**config.mk**
```make
export PLATFORM = sky130hd
export DESIGN_NAME = pr
export DESIGN_NICKNAME = d
export VERILOG_FILES = /design/src/hdl/pr_pkg.sv /design/src/hdl/pr_ctrl.sv /design/src/hdl/pr_user_regs.sv /design/src/hdl/pr_r0_flags.sv /design/src/hdl/pr_sys_regs.sv /design/src/hdl/pr_bus_mux.sv /design/src/hdl/pr.sv
export VERILOG_INCLUDE_DIRS = /design/src /design/src/include
export SDC_FILE = /design/constraint.sdc
export NUM_CORES = 1
export LEC_CHECK = 0
export BUFFER_PORTS_ARGS = -buffer_cell sky130_fd_sc_hd__buf_2
export CORE_ASPECT_RATIO = 1.1
export CORE_MARGIN = 2
export CORE_UTILIZATION = 60
export DETAILED_ROUTE_END_ITERATION = 8
export PLACE_DENSITY = 0.95
export RECOVER_POWER = 25
export SYNTH_ARGS = -nofsm -noshare
export SYNTH_HDL_FRONTEND = slang
export SYNTH_SLANG_ARGS = --single-unit
```
**constraint.sdc**
```tcl
create_clock -name clk -period 4.3 [get_ports clk]
set_input_delay 0.43 -clock clk [delete_from_list [all_inputs] [get_ports clk]]
set_output_delay 0.43 -clock clk [all_outputs]
set_load 0.05 [all_outputs]
```
**src/include/pr_defs.svh**
```systemverilog
/*
 * Register file addresses and KI bus source select codes
 */
`ifndef PR_DEFS_SVH
`define PR_DEFS_SVH

localparam logic [2:0] R0_ADDR = 3'd0;	// Flags and user byte part
localparam logic [2:0] R1_ADDR = 3'd1;
localparam logic [2:0] R2_ADDR = 3'd2;
localparam logic [2:0] R3_ADDR = 3'd3;
localparam logic [2:0] R4_ADDR = 3'd4;
localparam logic [2:0] R5_ADDR = 3'd5;
localparam logic [2:0] R6_ADDR = 3'd6;
localparam logic [2:0] R7_ADDR = 3'd7;

localparam logic [1:0] KI_RZ  = 2'd0;	// Interrupt request word
localparam logic [1:0] KI_SYS = 2'd1;	// RS, BS, Q, NB packed together
localparam logic [1:0] KI_RB  = 2'd2;	// Binary load register
localparam logic [1:0] KI_ZP  = 2'd3;	// Interrupt mask word

`endif

```
**src/hdl/pr_pkg.sv**
```systemverilog
/*
 * Bus widths and CPU number, R0 flag and ALU status structs,
 * flag update enables, W bus word with its system control view
 */
package pr_pkg;

	`include "pr_defs.svh"

	localparam int word_w = 16;	// W, L and KI buses
	localparam int flag_w = 9;	// Z M V C L E G Y X
	localparam int nb_w   = 4;	// Memory block number
	localparam int rs_w   = 10;	// RS part of the KI bus

	localparam logic CPU_NUMBER = 1'b0;	// Jumper on 7-8

	// MSB first, so z lands on R0 bit 0
	typedef struct packed {
		logic z;	// Zero
		logic m;	// Minus
		logic v;	// Overflow, sticky
		logic c;	// Carry
		logic l;	// Less
		logic e;	// Equal
		logic g;	// Greater
		logic y;	// Shift extension
		logic x;	// Shift extension
	} r0_flags_t;

	typedef struct packed {
		logic zs;	// Result zero
		logic s0;	// Sign bit
		logic s_1;	// Bit beyond sign
		logic carry;
		logic aryt;	// Arithmetic compare
		logic ovf;
		logic exy;
		logic exx;
	} alu_stat_t;

	typedef struct packed {
		logic ust_z;
		logic ust_mc;
		logic ust_v;
		logic ust_leg;
		logic ust_y;
		logic ust_x;
	} flag_upd_t;

	// W bus as seen by the BAR load
	typedef struct packed {
		logic [0:word_w-nb_w-3] unused;	// Bits 0..9 ignored
		logic q;	// Bit 10
		logic bs;	// Bit 11
		logic [0:nb_w-1] nb;	// Bits 12..15
	} sys_word_t;

	typedef union packed {
		logic [0:word_w-1] raw;
		sys_word_t sys;
	} w_word_u;

endpackage

```
**src/hdl/pr_ctrl.sv**
```systemverilog
/*
 * Register address and strobe decode, R0 flag protection by Q,
 * blr override of all register reads
 */
`timescale 1ns/100ps

module pr_ctrl (
	input  logic [2:0] addr,	// Register address
	input  logic       rd,	// Read strobe, level
	input  logic       wr,	// Write strobe, one cycle
	input  logic       lpc,	// LPC instruction, full R0 load
	input  logic       blr,	// Register block, flags on L
	input  logic       q,	// System flag
	output logic       user_we,
	output logic       user_re,
	output logic       r0_we_user,
	output logic       r0_we_flags,
	output logic       r0_re,
	output logic       flags_shift_re
);

	import pr_pkg::*;

	logic r0_hit;	// Address points at R0
	logic rd_ok;	// Read not blocked
	logic wr_r0;	// Plain write to R0
	logic flags_open;	// Flag part writable by wr

	assign r0_hit = (addr == R0_ADDR);
	assign rd_ok  = rd & ~blr;	// blr wins over rd
	assign wr_r0  = wr & r0_hit;

	// User mode (q set) may touch only bits 9..15
	assign flags_open = ~q;

	// User register file
	assign user_we = wr & ~r0_hit;
	assign user_re = rd_ok & ~r0_hit;

	// R0, lpc loads both parts regardless of q
	assign r0_we_user  = wr_r0 | lpc;
	assign r0_we_flags = (wr_r0 & flags_open) | lpc;
	assign r0_re       = rd_ok & r0_hit;

	// Flags shifted into the low byte
	assign flags_shift_re = blr;

endmodule

```
**src/hdl/pr_user_regs.sv**
```systemverilog
/*
 * User registers R1..R7, one write port and one read port
 */
`timescale 1ns/100ps

module pr_user_regs (
	input  logic                      clk,
	input  logic                      rst,
	input  pr_pkg::w_word_u           w,	// W bus
	input  logic [2:0]                addr,
	input  logic                      user_we,
	input  logic                      user_re,
	output logic [0:pr_pkg::word_w-1] rd_word	// Zero when not read
);

	import pr_pkg::*;

	logic [0:word_w-1] regs [1:7];	// R0 lives elsewhere

	always_ff @(posedge clk) begin
		if (rst) begin
			for (int i = 1; i < 8; i++) begin
				regs[i] <= '0;
			end
		end else if (user_we) begin
			regs[addr] <= w.raw;	// addr never 0 here
		end
	end

	// Idle read gives zero so the L bus merge is a plain OR
	always_comb begin
		rd_word = '0;
		if (user_re) begin
			rd_word = regs[addr];
		end
	end

endmodule

```
**src/hdl/pr_r0_flags.sv**
```systemverilog
/*
 * R0 register: user byte part and Q-protected CPU flags,
 * flag updates from the ALU status on flag_stb
 */
`timescale 1ns/100ps

module pr_r0_flags (
	input  logic                             clk,
	input  logic                             rst,
	input  logic                             clm,	// Master clear
	input  pr_pkg::w_word_u                  w,
	input  logic                             r0_we_user,	// Bits 9..15
	input  logic                             r0_we_flags,	// Bits 0..8
	input  pr_pkg::alu_stat_t                alu,
	input  pr_pkg::flag_upd_t                upd,
	input  logic                             flag_stb,
	output pr_pkg::r0_flags_t                flags,
	output logic [0:pr_pkg::word_w-pr_pkg::flag_w-1] user_part
);

	import pr_pkg::*;

	r0_flags_t flags_upd;	// Flags after ALU update
	logic      stb_ok;	// Update not overridden by a write

	// Any R0 write in this cycle beats the ALU
	assign stb_ok = flag_stb & ~r0_we_user & ~r0_we_flags;

	always_comb begin
		flags_upd = flags;
		if (upd.ust_z) begin
			flags_upd.z = alu.zs;
		end
		if (upd.ust_mc) begin
			flags_upd.m = alu.s0;
			flags_upd.c = alu.carry;
		end
		if (upd.ust_v) begin
			flags_upd.v = flags.v | alu.ovf;	// Sticky until cleared
		end
		if (upd.ust_leg) begin
			flags_upd.e = alu.zs;
			flags_upd.l = alu.aryt ? alu.s_1 : alu.carry;	// Signed vs unsigned
			flags_upd.g = ~flags_upd.l & ~alu.zs;
		end
		if (upd.ust_y) begin
			flags_upd.y = alu.exy;
		end
		if (upd.ust_x) begin
			flags_upd.x = alu.exx;
		end
	end

	// User part, no protection
	always_ff @(posedge clk) begin
		if (rst || clm) begin
			user_part <= '0;
		end else if (r0_we_user) begin
			user_part <= w.raw[flag_w:word_w-1];
		end
	end

	// Flag part
	always_ff @(posedge clk) begin
		if (rst || clm) begin
			flags <= '0;
		end else if (r0_we_flags) begin
			flags <= w.raw[0:flag_w-1];
		end else if (stb_ok) begin
			flags <= flags_upd;
		end
	end

endmodule

```
**src/hdl/pr_sys_regs.sv**
```systemverilog
/*
 * Q, BS, NB system registers and binary load register RB,
 * NB, PN and Q system bus drivers
 */
`timescale 1ns/100ps

module pr_sys_regs (
	input  logic                      clk,
	input  logic                      rst,
	input  logic                      clm,
	input  pr_pkg::w_word_u           w,
	input  logic                      w_bar,	// W to Q, BS, NB
	input  logic                      w_rba,	// RB bits 10..15
	input  logic                      w_rbb,	// RB bits 4..9
	input  logic                      w_rbc,	// RB bits 0..3
	input  logic                      bar_nb,	// Put NB on system bus
	input  logic                      q_nb,
	input  logic                      bp_nb,
	input  logic                      pn_nb,
	input  logic                      rpn,
	output logic                      q,
	output logic                      bs,
	output logic [0:pr_pkg::nb_w-1]   nb,
	output logic [0:pr_pkg::word_w-1] rb,
	output logic [0:pr_pkg::nb_w-1]   dnb,
	output logic                      dpn,
	output logic                      dqb,
	output logic                      zgpn
);

	import pr_pkg::*;

	// Q, BS, NB, loaded together from the sys view
	always_ff @(posedge clk) begin
		if (rst || clm) begin
			q  <= 1'b0;
			bs <= 1'b0;
			nb <= '0;
		end else if (w_bar) begin
			q  <= w.sys.q;
			bs <= w.sys.bs;
			nb <= w.sys.nb;
		end
	end

	// RB loads from the low end of W, clm leaves it alone
	always_ff @(posedge clk) begin
		if (rst) begin
			rb <= '0;
		end else begin
			if (w_rbc)
				rb[0:3] <= w.raw[12:15];	// 4 bits
			if (w_rbb)
				rb[4:9] <= w.raw[10:15];	// 6 bits
			if (w_rba)
				rb[10:15] <= w.raw[10:15];	// 6 bits
		end
	end

	assign dnb  = bar_nb ? nb : '0;
	assign dqb  = q & q_nb;
	assign dpn  = ((bs ^ CPU_NUMBER) & bp_nb) | (CPU_NUMBER & pn_nb);	// Block select
	assign zgpn = rpn ^ CPU_NUMBER;	// Request aimed at this CPU

endmodule

```
**src/hdl/pr_bus_mux.sv**
```systemverilog
/*
 * L bus merge of user registers and R0, KI bus source select
 */
`timescale 1ns/100ps

module pr_bus_mux (
	input  logic [0:pr_pkg::word_w-1]                rd_word,	// Zero when idle
	input  pr_pkg::r0_flags_t                        flags,
	input  logic [0:pr_pkg::word_w-pr_pkg::flag_w-1] user_part,
	input  logic                                     r0_re,
	input  logic                                     flags_shift_re,
	input  logic [1:0]                               ki_sel,
	input  logic [0:pr_pkg::word_w-1]                rz,
	input  logic [0:pr_pkg::word_w-1]                zp,
	input  logic [0:pr_pkg::rs_w-1]                  rs,
	input  logic                                     bs,
	input  logic                                     q,
	input  logic [0:pr_pkg::nb_w-1]                  nb,
	input  logic [0:pr_pkg::word_w-1]                rb,
	output logic [0:pr_pkg::word_w-1]                l,
	output logic [0:pr_pkg::word_w-1]                ki
);

	import pr_pkg::*;

	logic [0:word_w-1] l_r0;	// Whole R0 word
	logic [0:word_w-1] l_shift;	// Z..Y moved to bits 8..15
	logic [0:flag_w-1] flag_bits;

	assign flag_bits = flags;
	assign l_r0    = r0_re ? {flag_bits, user_part} : '0;
	assign l_shift = flags_shift_re ? {8'h00, flag_bits[0:7]} : '0;

	// At most one source is live, the rest read as zero
	assign l = rd_word | l_r0 | l_shift;

	always_comb begin
		case (ki_sel)
			KI_RZ:   ki = rz;
			KI_SYS:  ki = {rs, bs, q, nb};	// 10 + 1 + 1 + 4
			KI_RB:   ki = rb;
			KI_ZP:   ki = zp;
			default: ki = zp;
		endcase
	end

endmodule

```
**src/hdl/pr.sv**
```systemverilog
/*
 * Register unit top: decode, user registers, R0, system registers
 * and bus merge
 */
`timescale 1ns/100ps

module pr (
	input  logic                      clk,
	input  logic                      rst,
	input  pr_pkg::w_word_u           w,	// W bus
	input  logic [2:0]                addr,
	input  logic                      rd,
	input  logic                      wr,
	input  logic                      lpc,
	input  logic                      blr,
	input  logic                      w_bar,
	input  logic                      clm,
	input  logic                      w_rba,
	input  logic                      w_rbb,
	input  logic                      w_rbc,
	input  pr_pkg::alu_stat_t         alu,
	input  pr_pkg::flag_upd_t         upd,
	input  logic                      flag_stb,
	input  logic [1:0]                ki_sel,
	input  logic [0:pr_pkg::word_w-1] rz,
	input  logic [0:pr_pkg::word_w-1] zp,
	input  logic [0:pr_pkg::rs_w-1]   rs,
	input  logic                      bar_nb,
	input  logic                      q_nb,
	input  logic                      bp_nb,
	input  logic                      pn_nb,
	input  logic                      rpn,
	output logic [0:pr_pkg::word_w-1] l,	// Internal L bus
	output logic [0:pr_pkg::word_w-1] ki,	// KI bus
	output pr_pkg::r0_flags_t         r0,	// CPU flags
	output logic                      q,
	output logic [0:pr_pkg::nb_w-1]   dnb,
	output logic                      dpn,
	output logic                      dqb,
	output logic                      zgpn
);

	import pr_pkg::*;

	logic user_we, user_re;
	logic r0_we_user, r0_we_flags, r0_re;
	logic flags_shift_re;
	logic bs;
	logic [0:nb_w-1] nb;
	logic [0:word_w-1] rb;
	logic [0:word_w-1] rd_word;	// User register read
	logic [0:word_w-flag_w-1] user_part;	// R0 bits 9..15

	pr_ctrl u_ctrl (
		.addr(addr), .rd(rd), .wr(wr), .lpc(lpc), .blr(blr), .q(q),
		.user_we(user_we), .user_re(user_re),
		.r0_we_user(r0_we_user), .r0_we_flags(r0_we_flags), .r0_re(r0_re),
		.flags_shift_re(flags_shift_re)
	);

	pr_user_regs u_user_regs (
		.clk(clk), .rst(rst), .w(w), .addr(addr),
		.user_we(user_we), .user_re(user_re), .rd_word(rd_word)
	);

	pr_r0_flags u_r0_flags (
		.clk(clk), .rst(rst), .clm(clm), .w(w),
		.r0_we_user(r0_we_user), .r0_we_flags(r0_we_flags),
		.alu(alu), .upd(upd), .flag_stb(flag_stb),
		.flags(r0), .user_part(user_part)
	);

	pr_sys_regs u_sys_regs (
		.clk(clk), .rst(rst), .clm(clm), .w(w), .w_bar(w_bar),
		.w_rba(w_rba), .w_rbb(w_rbb), .w_rbc(w_rbc),
		.bar_nb(bar_nb), .q_nb(q_nb), .bp_nb(bp_nb), .pn_nb(pn_nb), .rpn(rpn),
		.q(q), .bs(bs), .nb(nb), .rb(rb),
		.dnb(dnb), .dpn(dpn), .dqb(dqb), .zgpn(zgpn)
	);

	pr_bus_mux u_bus_mux (
		.rd_word(rd_word), .flags(r0), .user_part(user_part),
		.r0_re(r0_re), .flags_shift_re(flags_shift_re),
		.ki_sel(ki_sel), .rz(rz), .zp(zp), .rs(rs),
		.bs(bs), .q(q), .nb(nb), .rb(rb),
		.l(l), .ki(ki)
	);

endmodule

```
==> After elaboration in Yosys (flattened, before gate mapping) <==
Memories as Yosys holds them, arrays and structs flattened.
Index checks and enable logic that the tools add are counted.
{ "totals": {"reg_bits": 38, "memories": 1, "ramBits": 112} }
{ "classes": {"reduce_logical": 17, "n_eq_ne": 3, "muxes": 23, "bitwise_logic": 23} }
{ "mem_list": {"columns": ["name", "words", "width", "read_ports", "rd_ports_with_merged_regs", "wr", "line_no", "source"], "rows": [
  ["u_user_regs.regs", 7, 16, 1, 0, 7, "pr_user_regs.sv:18", "logic [0:word_w-1] regs [1:7];"]
]} }
{ "op_table": {"columns": ["op", "n"], "rows": [
  ["16-bit one-hot mux with 4 select lines", 1],
  ["16-bit two-way mux", 3],
  ["16-bit OR", 2],
  ["9-bit two-way mux", 2],
  ["16-bit OR reduction", 1],
  ["2-bit nonzero test", 7],
  ["1-bit two-way mux", 13],
  ["2-bit AND reduction", 6],
  ["1-bit AND", 11],
  ["8-bit two-way mux", 1],
  ["1-bit inverter", 7],
  ["3-bit two-way mux", 2],
  ["2-bit == test (second input constant)", 2],
  ["4-bit two-way mux", 1],
  ["3-bit logical NOT", 1],
  ["1-bit OR", 3],
  ["2-bit by 1-bit == test with 1-bit output (second input constant)", 1],
  ["2-bit logical NOT", 1],
  ["1-bit logical OR", 1]
]} }

==> Longest topological paths before layout <==
Gate-level depths: netlist (run 1).
{ "logic_depth": {"depth_word": 8, "mapped_depth": 7} }

==> Modules after synthesis <==
Synthesis (run 1) repeated with hierarchy kept, for this count alone.
{ "hier_totals": {"hier_cells": 642, "hier_area_um2": 8160.3} }
{ "by_module_without_submodules": {"columns": ["mod", "n_inst", "cells_per_inst", "area_per_inst_um2", "seq_area_each_um2"], "rows": [
  ["pr_user_regs", 1, 441, 5941.9, 3843.7],
  ["pr_sys_regs", 1, 81, 857.1, 440.4],
  ["pr_r0_flags", 1, 72, 723.2, 320.3],
  ["pr_bus_mux", 1, 39, 576.8, 0.0],
  ["pr_ctrl", 1, 9, 61.3, 0.0]
]} }

==> Least setup slack after synthesis (run 1) <==
OpenSTA, ideal clock, no wires.
{ "synth_path": {"path_type": "input port to output port", "startpoint": "input addr[2]", "endpoint": "output l[14] (netlist name)", "n_path_buf": 4, "t_required_ps": 3870, "stages": 6, "slack_ps": 1508, "arrival_ps": 2362, "cell_sequence": "buf_4 buf_4 buf_2 buf_2 a21oi_1 o21ai_0"} }
{ "synth_between": {"elab_chain_len": 6, "word_cells_on_any_way": 9} }
{ "synth_rtl": {"columns": ["item", "line_no", "source"], "rows": [
  ["from (decl)", "pr.sv:11", "input logic [2:0] addr,"],
  ["branches (longest 4 deep; another with memory 7 x 16 bit)", null, null],
  ["16-bit OR (*) (2 in series)", "pr_bus_mux.sv:35", "assign l = rd_word | l_r0 | l_shift;"],
  ["to (decl)", "pr.sv:33", "output logic [0:pr_pkg::word_w-1] l,"]
]} }
Mark *: on every way between the ends.

==> Worst setup path in the final report (run 1) <==
{ "layout_path": {"startpoint": "input addr[1]", "endpoint": "output l[15] (netlist name)"} }
The elaborated chain is that of the path after synthesis.

==> results.cfg, run 1 <==
[run_status]
status = complete, no violations

[logic_synthesis]
yosysSeqAreaShare_pct = 55.9
synth.area.top_cells = edfxtp_1, dfxtp_1, and2_1
postSynthAreaPerCell_sq_um = 12.0
synth_common_cells = and2_1, edfxtp_1, mux2i_1, nor2_1, o21ai_0
synth_top_area_share_pct = 45.6
syn_inst = 616
synth_top_area_cell = edfxtp_1
synth_edf_count = 112
synthDistinctLibCells = 43
yosysWarnings = 0
yosys.cell_count.top_type = and2_1
ys_seq_elements = 150
async_flop_share_pct = 0
synthesis.nets = 710
yosys_most_used_dff = edfxtp_1
syn-cell-area_sq_mm = 0.00737

[placement]
dp_hpwl_microns = 14500
gp_congestion = 0.917
dp.cells = 879
portBuffers = 139

[drt]
drc = 0
wl_per_cell_microns = 24.7
vias_per_cell = 6.65
drtPass1Iterations = 6
antenna_left = 0
vias = 6058
drt-total-wl_microns = 22500
first_iter_violations = 925

[clocking]
hold_buffers = 0
cts_buffer_depth = 2
cts_tree = built
htree_levels = 4
cts-root-buf = clkbuf_16
path_clk_slew_ns = 0.06
cts.repair.resized = 0
cts_buffers = 17
post_cts_buffers = 0
insertion_delay_ns = 0.43
clock_sinks = 150

[floorplanning]
die_area_sq_mm = 0.0132
row_count = 42
die-width_microns = 110
boundaryPins = 143
initial_core_util_pct = 61.3
die_h_microns = 120
coreArea_sq_mm = 0.0120

[sta]
hold_violations = 0
drv_slew = 0
period_share_pct = 78.3
worst_clock_skew_ns = 0.00140
hold_ws_ns = 0.323
max_freq_mhz = 297
setup_viol_count_final = 0
fin_setup_tns_ns = 0
slew_headroom_pct = 15.8
rsz0062_at_grt = no
period_minus_slack_ns = 3.36
worstMarginPinSlew_ns = 1.26

[global_routing]
busiest_layer = met2
grt_pass1_vias = 6310
met3_usage_pct = 10.5
use_met2_pct = 57.1
overflow = 0
grt_usage_pct = 35.5
grt_pass1_wl_microns = 34200
use_met1_pct = 40.7
antenna_found_initial = 0
grt_max_degree = 43

[setup_path]
worst_path_most_repeated_cell = buf_2
cp_top_family = buffers and inverters
crit_path_end_kind = output port
slowest_stage = clkbuf_1
worstPathArrival_ns = 2.93
crit_fanout = 24
critPathLaunchType = primary input
path_cells = buf_2 -> clkbuf_1 -> nor2_1 -> a32o_1 -> a2111oi_0 -> o21ai_1 -> buf_2
crit_buf_inv = 3
crit_type = in -> out
cp_data_required_time_ns = 3.87
max_stage_delay_ns = 0.78

[cells_and_area]
fin_cells = 911
drive_gt1_share_pct = 26.3
fill_cells = 739
seq_area_sq_mm = 0.00412
multi_input_area_sq_mm = 0.00297
antennaDiodeCount = 0
finalNetCount = 838
area_growth_pct = 18.2

[job]
cap_violations = 0

[power]
power_density_mw_per_mm2 = 423
peakVddDrop_uv = 336
p_leak_uw = 0.00344

[hold_path]
hold_path.class = in -> reg
-- path summary, 6_finish.rpt --
| kind | from | end | slack (ns) | cells past startpoint |
|---|---|---|---|---|
| setup / recovery | addr[1] | l[15] | 0.94 | 7 |
| hold / removal | alu[1] | u_r0_flags.flags[1] | 0.32 | 3 |
| setup reg to reg | u_sys_regs.q | u_r0_flags.flags[3] | 2.28 | 4 |
| hold reg to reg | u_r0_flags.user_part[6] | u_r0_flags.user_part[6] | 0.46 | 2 |
-- worst min-delay path, stage by stage --
cell     delay, ns
buf_2         0.08
mux2i_1       0.06
a21oi_1       0.15
-- stage by stage --
| stage | area, sq um | power, uW | util (%) | setup WS, ns |
|---|---|---|---|---|
| 6_report | 8710 | 3680 | 72.4 | 0.935 |
| 5_1_grt | 8710 | 3770 | 72.4 | 0.658 |
| 4_1_cts | 8770 | 3670 | 72.9 | 1.41 |
| 3_5_place_dp | 8170 | 2180 | 67.9 | 1.38 |
| 3_3_place_gp | 8170 | 2160 | 67.9 | 1.43 |
| 2_1_floorplan | 7370 | 2020 | - | 1.51 |
-- cell families after synthesis --
logic type | after synthesis | synth area share [%]
AO/OA/AOI/OAI | 112 | 10.0
buffers and inverters | 56 | 3.55
flip-flops | 150 | 55.9
multiplexers | 72 | 13.3
AND/OR/NAND/NOR | 226 | 17.2
-- power breakdown --
group / switching (uW) / internal, uW
logic: 336 / 161
clock network: 580 / 931
registers: 36.7 / 1640
total: 953 / 2730
-- cell type report --
| type | instances | share of cell area (%) |
|---|---|---|
| Sequential cell | 150 | 47.3 |
| Clock inverter | 8 | 1.09 |
| Clock buffer | 24 | 5.77 |
| Inverter | 6 | 0.258 |
| Timing Repair Buffer | 159 | 9.29 |
| Multi-Input combinational cell | 410 | 34.0 |
| Tap cell | 154 | 2.21 |
-- cells in the final DEF, fill, tap and decap left out, types with 8 or more instances in the layout --
cell type and n:
buf_2 122, edfxtp_1 112, and2_1 106, mux2i_1 47, nor2_1 41, dfxtp_1 38
o21ai_0 36, nand2_1 26, clkbuf_1 24, a21oi_1 22, mux4_2 20, clkbuf_16 18
buf_4 16, and2_0 14, a221oi_1 11, nor2b_1 9, a22o_1 8, nand3_1 8
nand2b_1 8
-- sequential cells by signal, summed over array words and instances, names as in the netlist --
signal,cells
u_sys_regs.bs,1
u_sys_regs.nb,4
u_r0_flags.user_part,7
u_user_regs.regs,112
u_sys_regs.q,1
u_sys_regs.rb,16
u_r0_flags.flags,9
-- per-layer routing --
| metal | share of wire [%] | vias up |
|---|---|---|
| met5 | 0 | - |
| met2 | 49 | 523 |
| li1 | - | 2507 |
| met3 | 11 | 160 |
| met4 | 7.7 | 0 |
| met1 | 33 | 2868 |
Note: power is estimated with default switching activity, not from simulation.
==> run 2: changes to the inputs <==
Settings changed: CORE_UTILIZATION 60 to 50, PLACE_DENSITY 0.95 to 0.86.
Clock period 4.3 ns to 3.02 ns, I/O delays scaled along.
==> run 2 against run 1 <==
Worst hold slack worse by 0.16 ns. Die area is 19% higher. Final cell count grew 5.6%. Clock-buffer cell count is 2 higher. Clock power is 36% higher. Non-clock buffer count rose by 12.
==> results.cfg, run 2 (synthesis gave the netlist of run 1 again) <==
[placement]
dp_hpwl_microns = 13800
portBuffers = 139
gp_congestion = 0.927
dp_slack_ns = 0.535

[setup_path]
cp_data_required_time_ns = 2.72
worstPathArrival_ns = 2.32
critPathLaunchType = primary input
crit_fanout = 17
crit_path_end_kind = output port
max_stage_delay_ns = 0.49
crit_type = in -> out
slowest_stage = clkinv_1
path_cells = buf_2 -> clkinv_1 -> a221oi_1 -> a221oi_1 -> a221o_1 -> buf_2

[clocking]
cts_tree = built
hold_buffers = 0
cts_buffers = 17
htree_levels = 4
cts-root-buf = clkbuf_16
cts.repair.resized = 0
cts_buffer_depth = 2
post_cts_buffers = 0
insertion_delay_ns = 0.43
path_clk_slew_ns = 0.06
clock_sinks = 150

[sta]
setup_viol_count_final = 0
period_minus_slack_ns = 2.62
max_freq_mhz = 382
worst_clock_skew_ns = 0.00622
fin_setup_tns_ns = 0
setup_slack_ns = 0.399
drv_slew = 0
hold_violations = 0
worstMarginPinSlew_ns = 1.34
period_share_pct = 86.8
rsz0062_at_grt = no
slew_headroom_pct = 10.6

[floorplanning]
die_h_microns = 131
initial_core_util_pct = 51.0
die-width_microns = 120
row_count = 46
coreArea_sq_mm = 0.0144
boundaryPins = 143
die_area_sq_mm = 0.0157

[cells_and_area]
layout_commonest_cell = buf_2
drive_gt1_share_pct = 28.5
area_growth_pct = 20.5
finalNetCount = 850
largest_register_ffs = 112
fill_cells = 1094
reg.largest.list = u_user_regs.regs x112, u_sys_regs.rb x16, u_r0_flags.flags x9
most-common-layout-cells = buf_2, edfxtp_1, and2_1
largest-register = u_user_regs.regs
multi_input_area_sq_mm = 0.00298
seq_area_sq_mm = 0.00412

[global_routing]
grt_pass1_vias = 5724
grt_max_degree = 30
overflow = 0
antenna_found_initial = 1
grt_usage_pct = 26.7
grt_pass1_wl_microns = 31400

[power]
p_leak_uw = 0.00356
power_density_mw_per_mm2 = 580
peakVddDrop_uv = 466

[drt]
drtPass1Iterations = 6
first_iter_violations = 702
vias = 5712
wl_per_cell_microns = 21.2
antenna_left = 0
vias_per_cell = 5.94
drc = 0
drt-total-wl_microns = 20400

[job]
cap_violations = 0

[run_status]
status = complete, no violations

[hold_path]
hold_path.class = in -> reg
## run 2: changes by cell type in the layout (fill, tap and decap cells not counted), moves of 2 or more
cell	delta
buf_2	+12
clkbuf_1	-7
buf_4	+6
and2_0	-4
and2_1	+4
clkbuf_16	+3
buf_12	+2
bufinv_16	-2
clkbuf_8	-2
clkinvlp_4	-2
inv_4	+2
o21ai_0	+2
o21ai_1	-2
## run 2: critical path, delay by kind of cell
kind / cells / cell delay, ns
compound gates: 3 / 0.93
buf+inv: 3 / 1.07
## run 2: through the flow
stage          instances  instance area, sq um  power, uW  utilization [%]  hold slack [ns]
6_report             962                  8880       5150             61.5            0.161
5_1_grt              961                  8880       5290             61.5            0.180
4_1_cts              961                  8920       5160             61.8            0.156
3_5_place_dp         929                  8330       3120             57.7            0.453
3_3_place_gp         929                  8330       3100             57.7            0.450
2_1_floorplan        616                  7370       2880                -            0.426
## run 2: layout make-up
| cell class | count | share of cell area (%) |
|---|---|---|
| Sequential cell | 150 | 46.4 |
| Multi-Input combinational cell | 410 | 33.6 |
| Timing Repair Buffer | 171 | 10.4 |
| Clock buffer | 26 | 6.24 |
| Tap cell | 192 | 2.70 |
| Clock inverter | 6 | 0.366 |
| Inverter | 6 | 0.254 |
| Antenna cell | 1 | 0.0282 |
## run 2: worst paths after layout
check	startpoint	endpoint	slack [ns]	depth (start not counted)
hold / removal	alu[0]	u_r0_flags.flags[0]	0.16	3
setup reg to reg	u_sys_regs.q	u_r0_flags.flags[1]	1.78	5
setup / recovery	addr[1]	l[11]	0.40	6
hold reg to reg	u_r0_flags.user_part[5]	u_r0_flags.user_part[5]	0.46	2
## run 2: power breakdown
group | switching [uW] | total, uW | internal, uW
Sequential | 52.7 | 2390 | 2330
Combinational | 458 | 700 | 242
Clock | 800 | 2060 | 1260
## run 2: metal layers
metal  vias to the layer above  global-route usage (%)  wire [microns]
met3                        76                    6.68            1880
li1                       2538                       -               -
met2                       367                    44.1           10300
met5                         -                       0               0
met1                      2731                    31.8            7310
met4                         0                    14.6             924
==> run 3: changes to the inputs <==
Settings changed: HOLD_SLACK_MARGIN set to 0.03, PLACE_DENSITY 0.86 to 0.81.
==> run 3 against run 2 <==
Via count up 0.33%. Clock power increased by 9%. Sequential share of layout area is 0.37 points lower. Critical endpoint is now l[10]. Clock skew is 0.0036 ns lower. Highest routed layer unchanged. Die area did not move. Final area up 0.80%.
==> results.cfg, run 3 (synthesis gave the netlist of run 1 again) <==
[run_status]
status = complete, no violations

[cells_and_area]
largest_register_ffs = 112
largest-register = u_user_regs.regs
layout_commonest_cell = buf_2
reg.largest.list = u_user_regs.regs x112, u_sys_regs.rb x16, u_r0_flags.flags x9
area_growth_pct = 21.5
most-common-layout-cells = buf_2, and2_1, edfxtp_1
multi_input_area_sq_mm = 0.00299
seq_area_sq_mm = 0.00412
finalNetCount = 854
drive_gt1_share_pct = 28.8
final_core_util_pct = 62.0
fill_cells = 1127

[setup_path]
crit_fanout = 12
slowest_stage = nor2b_1
reg2reg_slack_ns = 1.20
critPathLaunchType = primary input
max_stage_delay_ns = 0.35
worstPathArrival_ns = 2.21
path_cells = buf_2 -> buf_4 -> nor2b_1 -> a221oi_1 -> o211a_1 -> o21ai_0 -> buf_2
crit_type = in -> out
worst_path_most_repeated_cell = buf_2
crit_path_end_kind = output port
cp_data_required_time_ns = 2.72

[global_routing]
antenna_found_initial = 0
grt_usage_pct = 27.0
grt_max_degree = 21
overflow = 0
grt_pass1_wl_microns = 32000
grt_pass1_vias = 5840

[sta]
drv_slew = 0
fin_setup_tns_ns = 0
worstMarginPinSlew_ns = 1.16
worst_clock_skew_ns = 0.00265
period_share_pct = 83.2
period_minus_slack_ns = 2.51
hold_violations = 0
setup_viol_count_final = 0
slew_headroom_pct = 22.4
max_freq_mhz = 398
rsz0062_at_grt = no

[clocking]
cts_tree = built
cts_buffers = 17
htree_levels = 4
cts_buffer_depth = 2
insertion_delay_ns = 0.43
cts-root-buf = clkbuf_16
hold_buffers = 0
cts.repair.resized = 0
clock_sinks = 150
post_cts_buffers = 0
path_clk_slew_ns = 0.06

[drt]
antenna_left = 0
vias_per_cell = 5.93
drtPass1Iterations = 6
vias = 5731
drt-total-wl_microns = 20800
first_iter_violations = 597
wl_per_cell_microns = 21.5
drc = 0

[floorplanning]
die_h_microns = 131
coreArea_sq_mm = 0.0144
initial_core_util_pct = 51.0
die-width_microns = 120
row_count = 46
boundaryPins = 143
die_area_sq_mm = 0.0157

[placement]
dp_hpwl_microns = 14700
portBuffers = 139
gp_congestion = 0.902

[power]
power_density_mw_per_mm2 = 596
peakVddDrop_uv = 352
p_leak_uw = 0.00359

[hold_path]
hold_path.class = in -> reg

[job]
cap_violations = 0
run 3: cell types whose count changed in the layout (fill, tap and decap cells not counted), sizes merged:
cell and change:
buf +2, bufinv +2, clkbuf -1, clkinv +1
run 3: stage by stage:
step / instance area [sq um] / worst slack (ns) / hold WS, ns / power [uW] / std cells
global route: 8950 / 0.424 / 0.213 / 5480 / 965
finish: 8950 / 0.507 / 0.192 / 5340 / 966
CTS: 8980 / 0.557 / 0.185 / 5340 / 965
global placement: 8340 / 0.638 / 0.436 / 3100 / 933
detailed placement: 8340 / 0.578 / 0.445 / 3120 / 933
floorplan: 7370 / 0.484 / 0.426 / 2880 / 616
run 3: area by class of cell:
type | count | share of cell area [%]
sequential | 150 | 46.1
inverter | 6 | 0.252
multi-input combinational | 410 | 33.4
clock buffer | 23 | 5.95
clock inverter | 9 | 1.20
tap | 192 | 2.68
timing repair buffer | 175 | 10.5
antenna | 1 | 0.0279
run 3: path summary, 6_finish.rpt:
check,startpoint,to,cells after the start
setup reg to reg,u_sys_regs.q,u_r0_flags.flags[7],4
hold / removal,alu[0],u_r0_flags.flags[0],3
setup / recovery,addr[1],l[10],7
hold reg to reg,u_r0_flags.user_part[0],u_r0_flags.user_part[0],2
run 3: critical path: cells and delay by family:
kind	cells	cell delay (ns)
AOI/OAI and AO/OA	3	0.69
buffers and inverters	3	0.86
and+or+nand+nor	1	0.35
run 3: power by group:
part	internal, uW	switching (uW)
logic	241	466
registers	2330	48.1
clock network	1410	832
run 3: per-layer routing:
metal | part of all wire, % | GRT usage, %
met1 | 37 | 31.4
met2 | 52 | 47.1
met3 | 6.9 | 5.77
met4 | 4.3 | 12.9
met5 | 0 | 0
